==> config.mk <==
export PLATFORM = sky130hd
export DESIGN_NAME = lc3b_core
export DESIGN_NICKNAME = d
export VERILOG_FILES = /design/src/lc3b_pipe_pkg.sv /design/src/lc3b_isa_pkg.sv /design/src/lc3b_core.sv /design/src/branch_controller.sv /design/src/lc3b_result.sv /design/src/lc3b_execute.sv /design/src/lc3b_decode.sv
export SDC_FILE = /design/constraint.sdc
export NUM_CORES = 1
export LEC_CHECK = 0
export ABC_AREA = 1
export BUFFER_PORTS_ARGS = -buffer_cell sky130_fd_sc_hd__buf_2
export CELL_PAD_IN_SITES_DETAIL_PLACEMENT = 0
export CELL_PAD_IN_SITES_GLOBAL_PLACEMENT = 1
export CORE_ASPECT_RATIO = 0.5
export CORE_MARGIN = 2
export CORE_UTILIZATION = 42
export CTS_BUF_LIST = sky130_fd_sc_hd__clkbuf_16
export CTS_CLUSTER_DIAMETER = 200
export CTS_CLUSTER_SIZE = 30
export DETAILED_ROUTE_END_ITERATION = 7
export HOLD_SLACK_MARGIN = 0.12
export PLACE_DENSITY_LB_ADDON = 0.1
export SLEW_MARGIN = 5
export SYNTH_ARGS = -nofsm -noshare
export SYNTH_HDL_FRONTEND = slang
export SYNTH_SLANG_ARGS = --single-unit
==> constraint.sdc <==
create_clock -name clk -period 3.15 [get_ports clk]
set_clock_uncertainty 0.15 [all_clocks]
set_input_delay 0.1575 -clock clk [delete_from_list [all_inputs] [get_ports clk]]
set_output_delay 0.1575 -clock clk [all_outputs]
set_load 0.05 [all_outputs]
==> src/lc3b_pipe_pkg.sv <==
package lc3b_pipe_pkg;

    // Source of the next PC when a PC-changing instruction reaches writeback.
    typedef enum logic {
        pc_sel_plus2  = 1'b0,
        pc_sel_target = 1'b1
    } lc3b_pc_mux_sel;

    // Operation performed by the execute stage.
    typedef enum logic [1:0] {
        alu_add  = 2'b00,
        alu_and  = 2'b01,
        alu_not  = 2'b10,
        alu_pass = 2'b11 // Passes the link value PC+2.
    } lc3b_alu_op;

endpackage : lc3b_pipe_pkg

==> src/lc3b_isa_pkg.sv <==
package lc3b_isa_pkg;

    typedef logic [15:0] lc3b_word;
    typedef logic [2:0]  lc3b_reg;

    typedef enum logic [3:0] {
        op_br   = 4'b0000,
        op_add  = 4'b0001,
        op_ldb  = 4'b0010,
        op_stb  = 4'b0011,
        op_jsr  = 4'b0100,
        op_and  = 4'b0101,
        op_ldr  = 4'b0110,
        op_str  = 4'b0111,
        op_rti  = 4'b1000,
        op_not  = 4'b1001,
        op_ldi  = 4'b1010,
        op_sti  = 4'b1011,
        op_jmp  = 4'b1100,
        op_shf  = 4'b1101,
        op_lea  = 4'b1110,
        op_trap = 4'b1111
    } lc3b_opcode;

    // ADD, AND and NOT layout. The low field is SR2 or imm5.
    typedef struct packed {
        lc3b_opcode opcode;
        lc3b_reg    dest;
        lc3b_reg    src1;
        logic       imm_flag;
        logic [4:0] low5;
    } lc3b_operate_fmt;

    // BR and LEA layout. The 3-bit field is nzp for BR and DR for LEA.
    typedef struct packed {
        lc3b_opcode opcode;
        logic [2:0] nzp;
        logic [8:0] off9;
    } lc3b_offset_fmt;

    typedef union packed {
        lc3b_operate_fmt operate;
        lc3b_offset_fmt  offset;
    } lc3b_instr_u;

endpackage : lc3b_isa_pkg
==> src/lc3b_core.sv <==
`timescale 1ns/100ps

module lc3b_core #(
    parameter lc3b_isa_pkg::lc3b_word RESET_PC = 16'h0000
) (
    input  logic                   clk,
    input  logic                   rst_n,
    input  lc3b_isa_pkg::lc3b_word imem_rdata,
    output lc3b_isa_pkg::lc3b_word imem_addr,
    output logic                   retire_valid,
    output lc3b_isa_pkg::lc3b_word retire_pc,
    output logic                   retire_we,
    output lc3b_isa_pkg::lc3b_reg  retire_dest,
    output lc3b_isa_pkg::lc3b_word retire_data
);
    import lc3b_isa_pkg::*;
    import lc3b_pipe_pkg::*;

    // Pipeline control.
    logic       fetch_stall, squash_if_id, squash_id_ex, squash_ex_wb;
    logic       br_en;

    // IF/ID and ID/EX barriers.
    logic       if_id_valid, id_ex_valid;
    lc3b_opcode if_id_opcode, id_ex_opcode;
    lc3b_word   id_ex_pc, id_ex_a, id_ex_b, id_ex_imm, id_ex_offset;
    lc3b_alu_op id_ex_alu_op;
    lc3b_reg    id_ex_src1, id_ex_src2, id_ex_dest;
    logic       id_ex_use_imm, id_ex_we, id_ex_set_cc;
    logic [2:0] id_ex_nzp;

    // EX/WB barrier.
    logic       ex_wb_valid, ex_wb_we, ex_wb_set_cc;
    lc3b_opcode ex_wb_opcode;
    lc3b_word   ex_wb_pc, ex_wb_result, ex_wb_target;
    lc3b_reg    ex_wb_dest;
    logic [2:0] ex_wb_nzp;

    // Register file ports.
    lc3b_reg    rd1_addr, rd2_addr, wb_dest;
    lc3b_word   rd1_data, rd2_data, wb_data;
    logic       wb_we;

    lc3b_decode u_decode (
        .fetch_pc (imem_addr),
        .*
    );

    lc3b_execute u_execute (
        .*
    );

    lc3b_result u_result (
        .*
    );

    branch_controller #(
        .RESET_PC (RESET_PC)
    ) u_branch_controller (
        .pc (imem_addr),
        .*
    );

endmodule : lc3b_core

==> src/branch_controller.sv <==
`timescale 1ns/100ps

module branch_controller #(
    parameter lc3b_isa_pkg::lc3b_word RESET_PC = 16'h0000
) (
    input  logic                     clk,
    input  logic                     rst_n,
    input  logic                     if_id_valid,
    input  lc3b_isa_pkg::lc3b_opcode if_id_opcode,
    input  logic                     id_ex_valid,
    input  lc3b_isa_pkg::lc3b_opcode id_ex_opcode,
    input  logic                     ex_wb_valid,
    input  lc3b_isa_pkg::lc3b_opcode ex_wb_opcode,
    input  lc3b_isa_pkg::lc3b_word   ex_wb_pc,
    input  lc3b_isa_pkg::lc3b_word   ex_wb_target,
    input  logic                     br_en,
    output lc3b_isa_pkg::lc3b_word   pc,
    output logic                     fetch_stall,
    output logic                     squash_if_id,
    output logic                     squash_id_ex,
    output logic                     squash_ex_wb
);
    import lc3b_isa_pkg::*;
    import lc3b_pipe_pkg::*;

    lc3b_pc_mux_sel pc_mux_sel;
    lc3b_word       pc_base, pc_plus2, pc_next;
    logic           if_id_changes_pc, id_ex_changes_pc, wb_redirect;

    function automatic logic changes_pc(input lc3b_opcode opcode);
        return (opcode == op_br) || (opcode == op_jmp) || (opcode == op_jsr);
    endfunction

    assign if_id_changes_pc = if_id_valid && changes_pc(if_id_opcode);
    assign id_ex_changes_pc = id_ex_valid && changes_pc(id_ex_opcode);
    assign wb_redirect      = ex_wb_valid && changes_pc(ex_wb_opcode);

    ////////////////////////////////////////////////////////////
    // Stall and squash requests with the oldest barrier last
    always_comb begin
        fetch_stall  = 1'b0;
        squash_if_id = 1'b0;
        squash_id_ex = 1'b0;
        squash_ex_wb = 1'b0;
        if (if_id_changes_pc) begin
            fetch_stall  = 1'b1;
            squash_if_id = 1'b1;
        end
        if (id_ex_changes_pc) begin
            fetch_stall  = 1'b1;
            squash_if_id = 1'b1;
            squash_id_ex = 1'b1;
        end
        if (wb_redirect) begin
            fetch_stall  = 1'b1;
            squash_if_id = 1'b1;
            squash_id_ex = 1'b1;
            squash_ex_wb = 1'b1;
        end
    end

    ////////////////////////////////////////////////////////////
    // Program counter
    assign pc_mux_sel = (wb_redirect && br_en) ? pc_sel_target : pc_sel_plus2;
    assign pc_base    = wb_redirect ? ex_wb_pc : pc; // A not-taken branch resumes after itself.
    assign pc_plus2   = pc_base + 16'd2;

    always_comb begin
        case (pc_mux_sel)
            pc_sel_target: pc_next = ex_wb_target;
            default:       pc_next = pc_plus2;
        endcase
    end

    always_ff @(posedge clk or negedge rst_n) begin
        if (!rst_n) begin
            pc <= RESET_PC;
        end else if (wb_redirect || !fetch_stall) begin
            pc <= pc_next;
        end
    end

endmodule : branch_controller

==> src/lc3b_result.sv <==
`timescale 1ns/100ps

module lc3b_result (
    input  logic                     clk,
    input  logic                     rst_n,
    input  logic                     ex_wb_valid,
    input  lc3b_isa_pkg::lc3b_opcode ex_wb_opcode,
    input  lc3b_isa_pkg::lc3b_word   ex_wb_pc,
    input  lc3b_isa_pkg::lc3b_word   ex_wb_result,
    input  lc3b_isa_pkg::lc3b_word   ex_wb_target,
    input  lc3b_isa_pkg::lc3b_reg    ex_wb_dest,
    input  logic                     ex_wb_we,
    input  logic                     ex_wb_set_cc,
    input  logic [2:0]               ex_wb_nzp,
    input  lc3b_isa_pkg::lc3b_reg    rd1_addr,
    input  lc3b_isa_pkg::lc3b_reg    rd2_addr,
    output lc3b_isa_pkg::lc3b_word   rd1_data,
    output lc3b_isa_pkg::lc3b_word   rd2_data,
    output logic                     wb_we,
    output lc3b_isa_pkg::lc3b_reg    wb_dest,
    output lc3b_isa_pkg::lc3b_word   wb_data,
    output logic                     br_en,
    output logic                     retire_valid,
    output lc3b_isa_pkg::lc3b_word   retire_pc,
    output logic                     retire_we,
    output lc3b_isa_pkg::lc3b_reg    retire_dest,
    output lc3b_isa_pkg::lc3b_word   retire_data
);
    import lc3b_isa_pkg::*;

    lc3b_word   regs [8];
    logic [2:0] cc; // Held as {n, z, p}.

    assign rd1_data = regs[rd1_addr];
    assign rd2_data = regs[rd2_addr];

    assign wb_we   = ex_wb_valid && ex_wb_we;
    assign wb_dest = ex_wb_dest;
    assign wb_data = (ex_wb_opcode == op_lea) ? ex_wb_target : ex_wb_result; // LEA writes its address.

    // Architectural state starts at zero registers with Z set.
    always_ff @(posedge clk or negedge rst_n) begin
        if (!rst_n) begin
            for (int i = 0; i < 8; i++) begin
                regs[i] <= '0;
            end
            cc <= 3'b010;
        end else begin
            if (wb_we) begin
                regs[wb_dest] <= wb_data;
            end
            if (ex_wb_valid && ex_wb_set_cc) begin
                cc <= {wb_data[15], wb_data == 16'h0000, !wb_data[15] && wb_data != 16'h0000};
            end
        end
    end

    always_comb begin
        case (ex_wb_opcode)
            op_br:          br_en = |(ex_wb_nzp & cc);
            op_jmp, op_jsr: br_en = 1'b1;
            default:        br_en = 1'b0;
        endcase
    end

    assign retire_valid = ex_wb_valid;
    assign retire_pc    = ex_wb_pc;
    assign retire_we    = wb_we;
    assign retire_dest  = wb_dest;
    assign retire_data  = wb_data;

endmodule : lc3b_result

==> src/lc3b_execute.sv <==
`timescale 1ns/100ps

module lc3b_execute (
    input  logic                      clk,
    input  logic                      rst_n,
    input  logic                      squash_ex_wb,
    input  logic                      id_ex_valid,
    input  lc3b_isa_pkg::lc3b_opcode  id_ex_opcode,
    input  lc3b_isa_pkg::lc3b_word    id_ex_pc,
    input  lc3b_pipe_pkg::lc3b_alu_op id_ex_alu_op,
    input  lc3b_isa_pkg::lc3b_reg     id_ex_src1,
    input  lc3b_isa_pkg::lc3b_reg     id_ex_src2,
    input  lc3b_isa_pkg::lc3b_word    id_ex_a,
    input  lc3b_isa_pkg::lc3b_word    id_ex_b,
    input  logic                      id_ex_use_imm,
    input  lc3b_isa_pkg::lc3b_word    id_ex_imm,
    input  lc3b_isa_pkg::lc3b_word    id_ex_offset,
    input  lc3b_isa_pkg::lc3b_reg     id_ex_dest,
    input  logic                      id_ex_we,
    input  logic                      id_ex_set_cc,
    input  logic [2:0]                id_ex_nzp,
    input  logic                      wb_we,
    input  lc3b_isa_pkg::lc3b_reg     wb_dest,
    input  lc3b_isa_pkg::lc3b_word    wb_data,
    output logic                      ex_wb_valid,
    output lc3b_isa_pkg::lc3b_opcode  ex_wb_opcode,
    output lc3b_isa_pkg::lc3b_word    ex_wb_pc,
    output lc3b_isa_pkg::lc3b_word    ex_wb_result,
    output lc3b_isa_pkg::lc3b_word    ex_wb_target,
    output lc3b_isa_pkg::lc3b_reg     ex_wb_dest,
    output logic                      ex_wb_we,
    output logic                      ex_wb_set_cc,
    output logic [2:0]                ex_wb_nzp
);
    import lc3b_isa_pkg::*;
    import lc3b_pipe_pkg::*;

    lc3b_word a_fwd, b_fwd, b_op;
    lc3b_word pc_plus2, target, alu_out;

    // The instruction retiring now is the one directly ahead of this one.
    assign a_fwd = (wb_we && wb_dest == id_ex_src1) ? wb_data : id_ex_a;
    assign b_fwd = (wb_we && wb_dest == id_ex_src2) ? wb_data : id_ex_b;
    assign b_op  = id_ex_use_imm ? id_ex_imm : b_fwd;

    assign pc_plus2 = id_ex_pc + 16'd2;
    assign target   = id_ex_use_imm ? pc_plus2 + {id_ex_offset[14:0], 1'b0} : a_fwd;

    always_comb begin
        case (id_ex_alu_op)
            alu_add: alu_out = a_fwd + b_op;
            alu_and: alu_out = a_fwd & b_op;
            alu_not: alu_out = ~a_fwd;
            default: alu_out = pc_plus2; // Link value for JSR and JSRR.
        endcase
    end

    ////////////////////////////////////////////////////////////
    // EX/WB barrier
    always_ff @(posedge clk or negedge rst_n) begin
        if (!rst_n) begin
            ex_wb_valid <= 1'b0;
        end else begin
            ex_wb_valid <= id_ex_valid && !squash_ex_wb;
        end
    end

    always_ff @(posedge clk) begin
        ex_wb_opcode <= id_ex_opcode;
        ex_wb_pc     <= id_ex_pc;
        ex_wb_result <= alu_out;
        ex_wb_target <= target;
        ex_wb_dest   <= id_ex_dest;
        ex_wb_we     <= id_ex_we;
        ex_wb_set_cc <= id_ex_set_cc;
        ex_wb_nzp    <= id_ex_nzp;
    end

endmodule : lc3b_execute

==> src/lc3b_decode.sv <==
`timescale 1ns/100ps

module lc3b_decode (
    input  logic                      clk,
    input  logic                      rst_n,
    input  lc3b_isa_pkg::lc3b_word    imem_rdata,
    input  lc3b_isa_pkg::lc3b_word    fetch_pc,
    input  logic                      fetch_stall,
    input  logic                      squash_if_id,
    input  logic                      squash_id_ex,
    input  logic                      wb_we,
    input  lc3b_isa_pkg::lc3b_reg     wb_dest,
    input  lc3b_isa_pkg::lc3b_word    wb_data,
    input  lc3b_isa_pkg::lc3b_word    rd1_data,
    input  lc3b_isa_pkg::lc3b_word    rd2_data,
    output lc3b_isa_pkg::lc3b_reg     rd1_addr,
    output lc3b_isa_pkg::lc3b_reg     rd2_addr,
    output logic                      if_id_valid,
    output lc3b_isa_pkg::lc3b_opcode  if_id_opcode,
    output logic                      id_ex_valid,
    output lc3b_isa_pkg::lc3b_opcode  id_ex_opcode,
    output lc3b_isa_pkg::lc3b_word    id_ex_pc,
    output lc3b_pipe_pkg::lc3b_alu_op id_ex_alu_op,
    output lc3b_isa_pkg::lc3b_reg     id_ex_src1,
    output lc3b_isa_pkg::lc3b_reg     id_ex_src2,
    output lc3b_isa_pkg::lc3b_word    id_ex_a,
    output lc3b_isa_pkg::lc3b_word    id_ex_b,
    output logic                      id_ex_use_imm,
    output lc3b_isa_pkg::lc3b_word    id_ex_imm,
    output lc3b_isa_pkg::lc3b_word    id_ex_offset,
    output lc3b_isa_pkg::lc3b_reg     id_ex_dest,
    output logic                      id_ex_we,
    output logic                      id_ex_set_cc,
    output logic [2:0]                id_ex_nzp
);
    import lc3b_isa_pkg::*;
    import lc3b_pipe_pkg::*;

    lc3b_instr_u if_id_word;
    lc3b_word    if_id_pc;
    lc3b_word    imm5_sext, off9_sext, off11_sext;
    lc3b_word    a_read, b_read;
    lc3b_alu_op  alu_op;
    lc3b_reg     dest;
    lc3b_word    offset;
    logic        we, set_cc, use_imm;

    ////////////////////////////////////////////////////////////
    // IF/ID barrier
    always_ff @(posedge clk or negedge rst_n) begin
        if (!rst_n) begin
            if_id_valid <= 1'b0;
        end else if (squash_if_id) begin
            if_id_valid <= 1'b0;
        end else if (!fetch_stall) begin
            if_id_valid <= 1'b1;
        end
    end

    always_ff @(posedge clk) begin
        if (!fetch_stall) begin
            if_id_word <= imem_rdata;
            if_id_pc   <= fetch_pc;
        end
    end

    ////////////////////////////////////////////////////////////
    // Field extraction and control
    assign if_id_opcode = if_id_word.operate.opcode;
    assign rd1_addr     = if_id_word.operate.src1; // Also the JMP and JSRR base.
    assign rd2_addr     = if_id_word.operate.low5[2:0];
    assign imm5_sext    = {{11{if_id_word.operate.low5[4]}}, if_id_word.operate.low5};
    assign off9_sext    = {{7{if_id_word.offset.off9[8]}}, if_id_word.offset.off9};
    assign off11_sext   = {{5{if_id_word[10]}}, if_id_word[10:0]};

    // A register written back in this cycle is not yet visible in the file.
    assign a_read = (wb_we && wb_dest == rd1_addr) ? wb_data : rd1_data;
    assign b_read = (wb_we && wb_dest == rd2_addr) ? wb_data : rd2_data;

    // For control transfers use_imm selects a PC-relative target over a base register.
    always_comb begin
        alu_op  = alu_pass;
        dest    = if_id_word.operate.dest;
        offset  = off9_sext;
        use_imm = if_id_word.operate.imm_flag;
        we      = 1'b0;
        set_cc  = 1'b0;
        case (if_id_opcode)
            op_add, op_and: begin
                alu_op = (if_id_opcode == op_add) ? alu_add : alu_and;
                we     = 1'b1;
                set_cc = 1'b1;
            end
            op_not: begin
                alu_op = alu_not;
                we     = 1'b1;
                set_cc = 1'b1;
            end
            op_br, op_lea: begin
                use_imm = 1'b1;
                we      = (if_id_opcode == op_lea);
            end
            op_jmp: use_imm = 1'b0;
            op_jsr: begin
                dest    = 3'd7;
                offset  = off11_sext;
                use_imm = if_id_word[11];
                we      = 1'b1;
            end
            default: ;
        endcase
    end

    ////////////////////////////////////////////////////////////
    // ID/EX barrier
    always_ff @(posedge clk or negedge rst_n) begin
        if (!rst_n) begin
            id_ex_valid <= 1'b0;
        end else begin
            id_ex_valid <= if_id_valid && !squash_id_ex;
        end
    end

    always_ff @(posedge clk) begin
        id_ex_opcode  <= if_id_opcode;
        id_ex_pc      <= if_id_pc;
        id_ex_alu_op  <= alu_op;
        id_ex_src1    <= rd1_addr;
        id_ex_src2    <= rd2_addr;
        id_ex_a       <= a_read;
        id_ex_b       <= b_read;
        id_ex_use_imm <= use_imm;
        id_ex_imm     <= imm5_sext;
        id_ex_offset  <= offset;
        id_ex_dest    <= dest;
        id_ex_we      <= we;
        id_ex_set_cc  <= set_cc;
        id_ex_nzp     <= if_id_word.offset.nzp;
    end

endmodule : lc3b_decode

==> results.ini <==
[routing]
ant_nets = 0
wl_per_cell_um = 19.1
firstDrtPassIters = 5
drt_iter0_markers = 1190
viasPerCell = 5.29
wirelength_mm = 49.2
post-route-drc-count = 0
num_vias = 13600

[sta]
slew_violations = 0
tns_ns = 0
min_period_ns = 2.98
max_slew_margin_pct = 58.5
fin_crit_sh_pct = 94.7
worst_pin_slew_ns = 0.622
fmax_mhz = 335
grt_setup_unrepaired = true
finalSetupViolCount = 0
layout_setup_ws_ns = 0.167
hold_viol_final = 0

[final_layout]
fin_area_mm2 = 0.0178
top_register = u_result.regs
largest_reg_flops = 128
layout.nets = 2137
n_antenna_cell = 0
area_growth_pct = 13.3
fin_util_pct = 48.9
drive_gt1_share_pct = 13.6

[worst_setup_path]
cp.required_ns = 3.45
arrival_ns = 3.28
path_max_fanout = 4
cpPeakStageDelay_ns = 0.41
setup.worst_path.end_class = flip-flop
r2r_cells = 16
reg2reg_to = u_execute.ex_wb_result[12]
path_cells = xor2_1 -> nor4_4 -> inv_2 -> a21oi_2 -> a21oi_1 -> ha_2 -> fa_2 -> nand3_1 -> nand2_1 -> nand4_1 -> nand2_1 -> nand3_1 -> nand2_1 -> or2_2 -> nand3_1 -> nand3b_1
timing.rr.start = u_execute.ex_wb_dest[2]
r2r_slack_ns = 0.17
critical_path_class = reg -> reg
cp_slowest_cell = fa_2
setup.worst_path.start = u_execute.ex_wb_dest[2]
cp-start-kind = flip-flop

[logic_synthesis]
syn_area_per_cell_um2 = 7.81
ys_types = 50
yosysSeqAreaShare_pct = 47.1
synthCells = 2010
syn-cell-area_mm2 = 0.0157
synth-seq-cells = 316
syn_nets = 2062
synth.yosys.warnings = 0

[placement]
hpwlAfterDp_mm = 33.3
detailed_place.area_mm2 = 0.0169
detailedPlace.worstSlack_ns = 0.0245
gp_congestion = 0.912
io_buffers = 70

[floorplanning]
initial_core_util_pct = 43.2
die_h_um = 141
ios = 71
dieArea_mm2 = 0.0390
die_width_um = 277
fp.coreArea_mm2 = 0.0364
fp-row-count = 49

[global_route]
grt_pass1_vias = 12900
track_usage_pct = 25.1
overflow = 0
antenna_found_initial = 1
grt_pass1_wl_mm = 76.8
grt_start_max_net_pins = 91

[clock_tree]
numCtsBuffers = 14
clk_pin_slew_ns = 0.13
clkLatencyLatePin_ns = 0.54
clk_path_buf_depth = 3
cts_root_buffer = clkbuf_16
htreeDepth = 1
numClockSinks = 316
tritoncts = built

[hold_path]
whs_endpoint = u_decode.if_id_word[0]
min_path_type = in -> reg
hold_depth = 2
min_from = imem_rdata[0]

[status]
status = complete, no violations

[flow_run]
cap_violations = 0

-- cell usage after synthesis (all sizes together) --
cell type  count  area share [%]
a21boi         3            0.14
xor2          18             1.0
o2111ai       11            0.61
xnor2          9            0.50
fa             2            0.26
nand3b         7            0.33
a31oi          2           0.080
dfrtp        149              24
nand2        469              11
o21a           2           0.096
edfxtp        32             6.1
inv          191             4.6
clkbuf        87             2.1
a21o           4            0.19
buf           32             1.1
or2           30             1.2
o31ai          1           0.048
nand3         79             2.6
o32ai          1           0.056
nor3           6            0.22
o211ai        59             2.8
nor4           2            0.12
o21bai         7            0.33
nand4         20            0.80
ha            32             2.6
clkinv         2           0.048
nor2          95             2.5
o21ai        377              12
o22ai         14            0.56
mux2i          1           0.064
dfxtp        134              17
o221ai         1           0.056
dfstp          1            0.17
a21oi        130             4.1
-- how the worst max path moves through the flow --
stage                                       endpoint  slack (ns)
after global routing      u_execute.ex_wb_result[15]       -0.03
after detailed placement  u_execute.ex_wb_result[15]        0.02
after floorplan           u_execute.ex_wb_result[13]        0.03
after CTS                 u_execute.ex_wb_result[15]        0.01
final                     u_execute.ex_wb_result[12]        0.17
after global placement    u_execute.ex_wb_target[12]        0.03
-- cells by family (layout without fill, tap and decap cells) --
logic type	Yosys count	in the layout	share of synthesized area (%)
buffers and inverters	312	394	7.77
and+or+nand+nor	708	708	19.3
xor gates and xnor gates	27	27	1.51
adders and majority gates	34	34	2.81
DFF	316	316	47.1
AOI/OAI and AO/OA	612	612	21.4
muxes	1	1	0.0638
-- per-stage QoR --
| step | hold slack [ns] | instances |
|---|---|---|
| floorplan | -0.288 | 2010 |
| global placement | -0.0766 | 2529 |
| detailed placement | -0.0749 | 2529 |
| CTS | 0.143 | 2571 |
| global route | 0.142 | 2576 |
| finish | 0.168 | 2576 |
-- final cells by class --
type / count / area, um^2
fillers: 3676 / 18600
flip-flops and latches: 316 / 7410
inverters: 193 / 724
well taps: 484 / 606
repair buffers: 178 / 1340
clock buffers: 15 / 375
multi-input cells: 1382 / 7280
clock inverters: 8 / 42.5
-- worst max-delay path: cells and delay by family (launching register included) --
family	cells	cell delay [ns]
xor+xnor	1	0.18
simple gates	10	1.22
compound gates	2	0.24
flops	1	0.38
fa+ha+maj	2	0.61
buf+inv	1	0.12
-- metal layers --
layer | track usage, % | share of wire, % | up-vias
met5 | 0 | 0 | -
met4 | 3.58 | 1.2 | 0
met3 | 4.16 | 5.7 | 40
met2 | 38.7 | 43 | 320
met1 | 37.7 | 51 | 6425
li1 | - | - | 6842
-- placed cells by master, fill, tap and decap left out, drive strengths merged, types with 4 or more instances in the layout --
cell and instances:
a21o 4, a21oi 130, buf 160, clkbuf 15, dfrtp 149, dfxtp 134, dlygate4sd3 18, edfxtp 32
ha 32, inv 199, nand2 469, nand3 79, nand3b 7, nand4 20, nor2 95, nor3 6
o2111ai 11, o211ai 59, o21ai 377, o21bai 7, o22ai 14, or2 30, xnor2 9, xor2 18
-- timing repair --
action / in CTS / in global routing
endpoints found under the setup margin: 0 / 14
hold buffers: 19 / 0
buffers inserted: 0 / 5
hold endpoints to repair: 165 / 0
gates resized for setup: 0 / 57
Power is left out: the tool's default activity adds up to more than one toggle a clock period on the data nets, which glitch-free logic cannot reach.
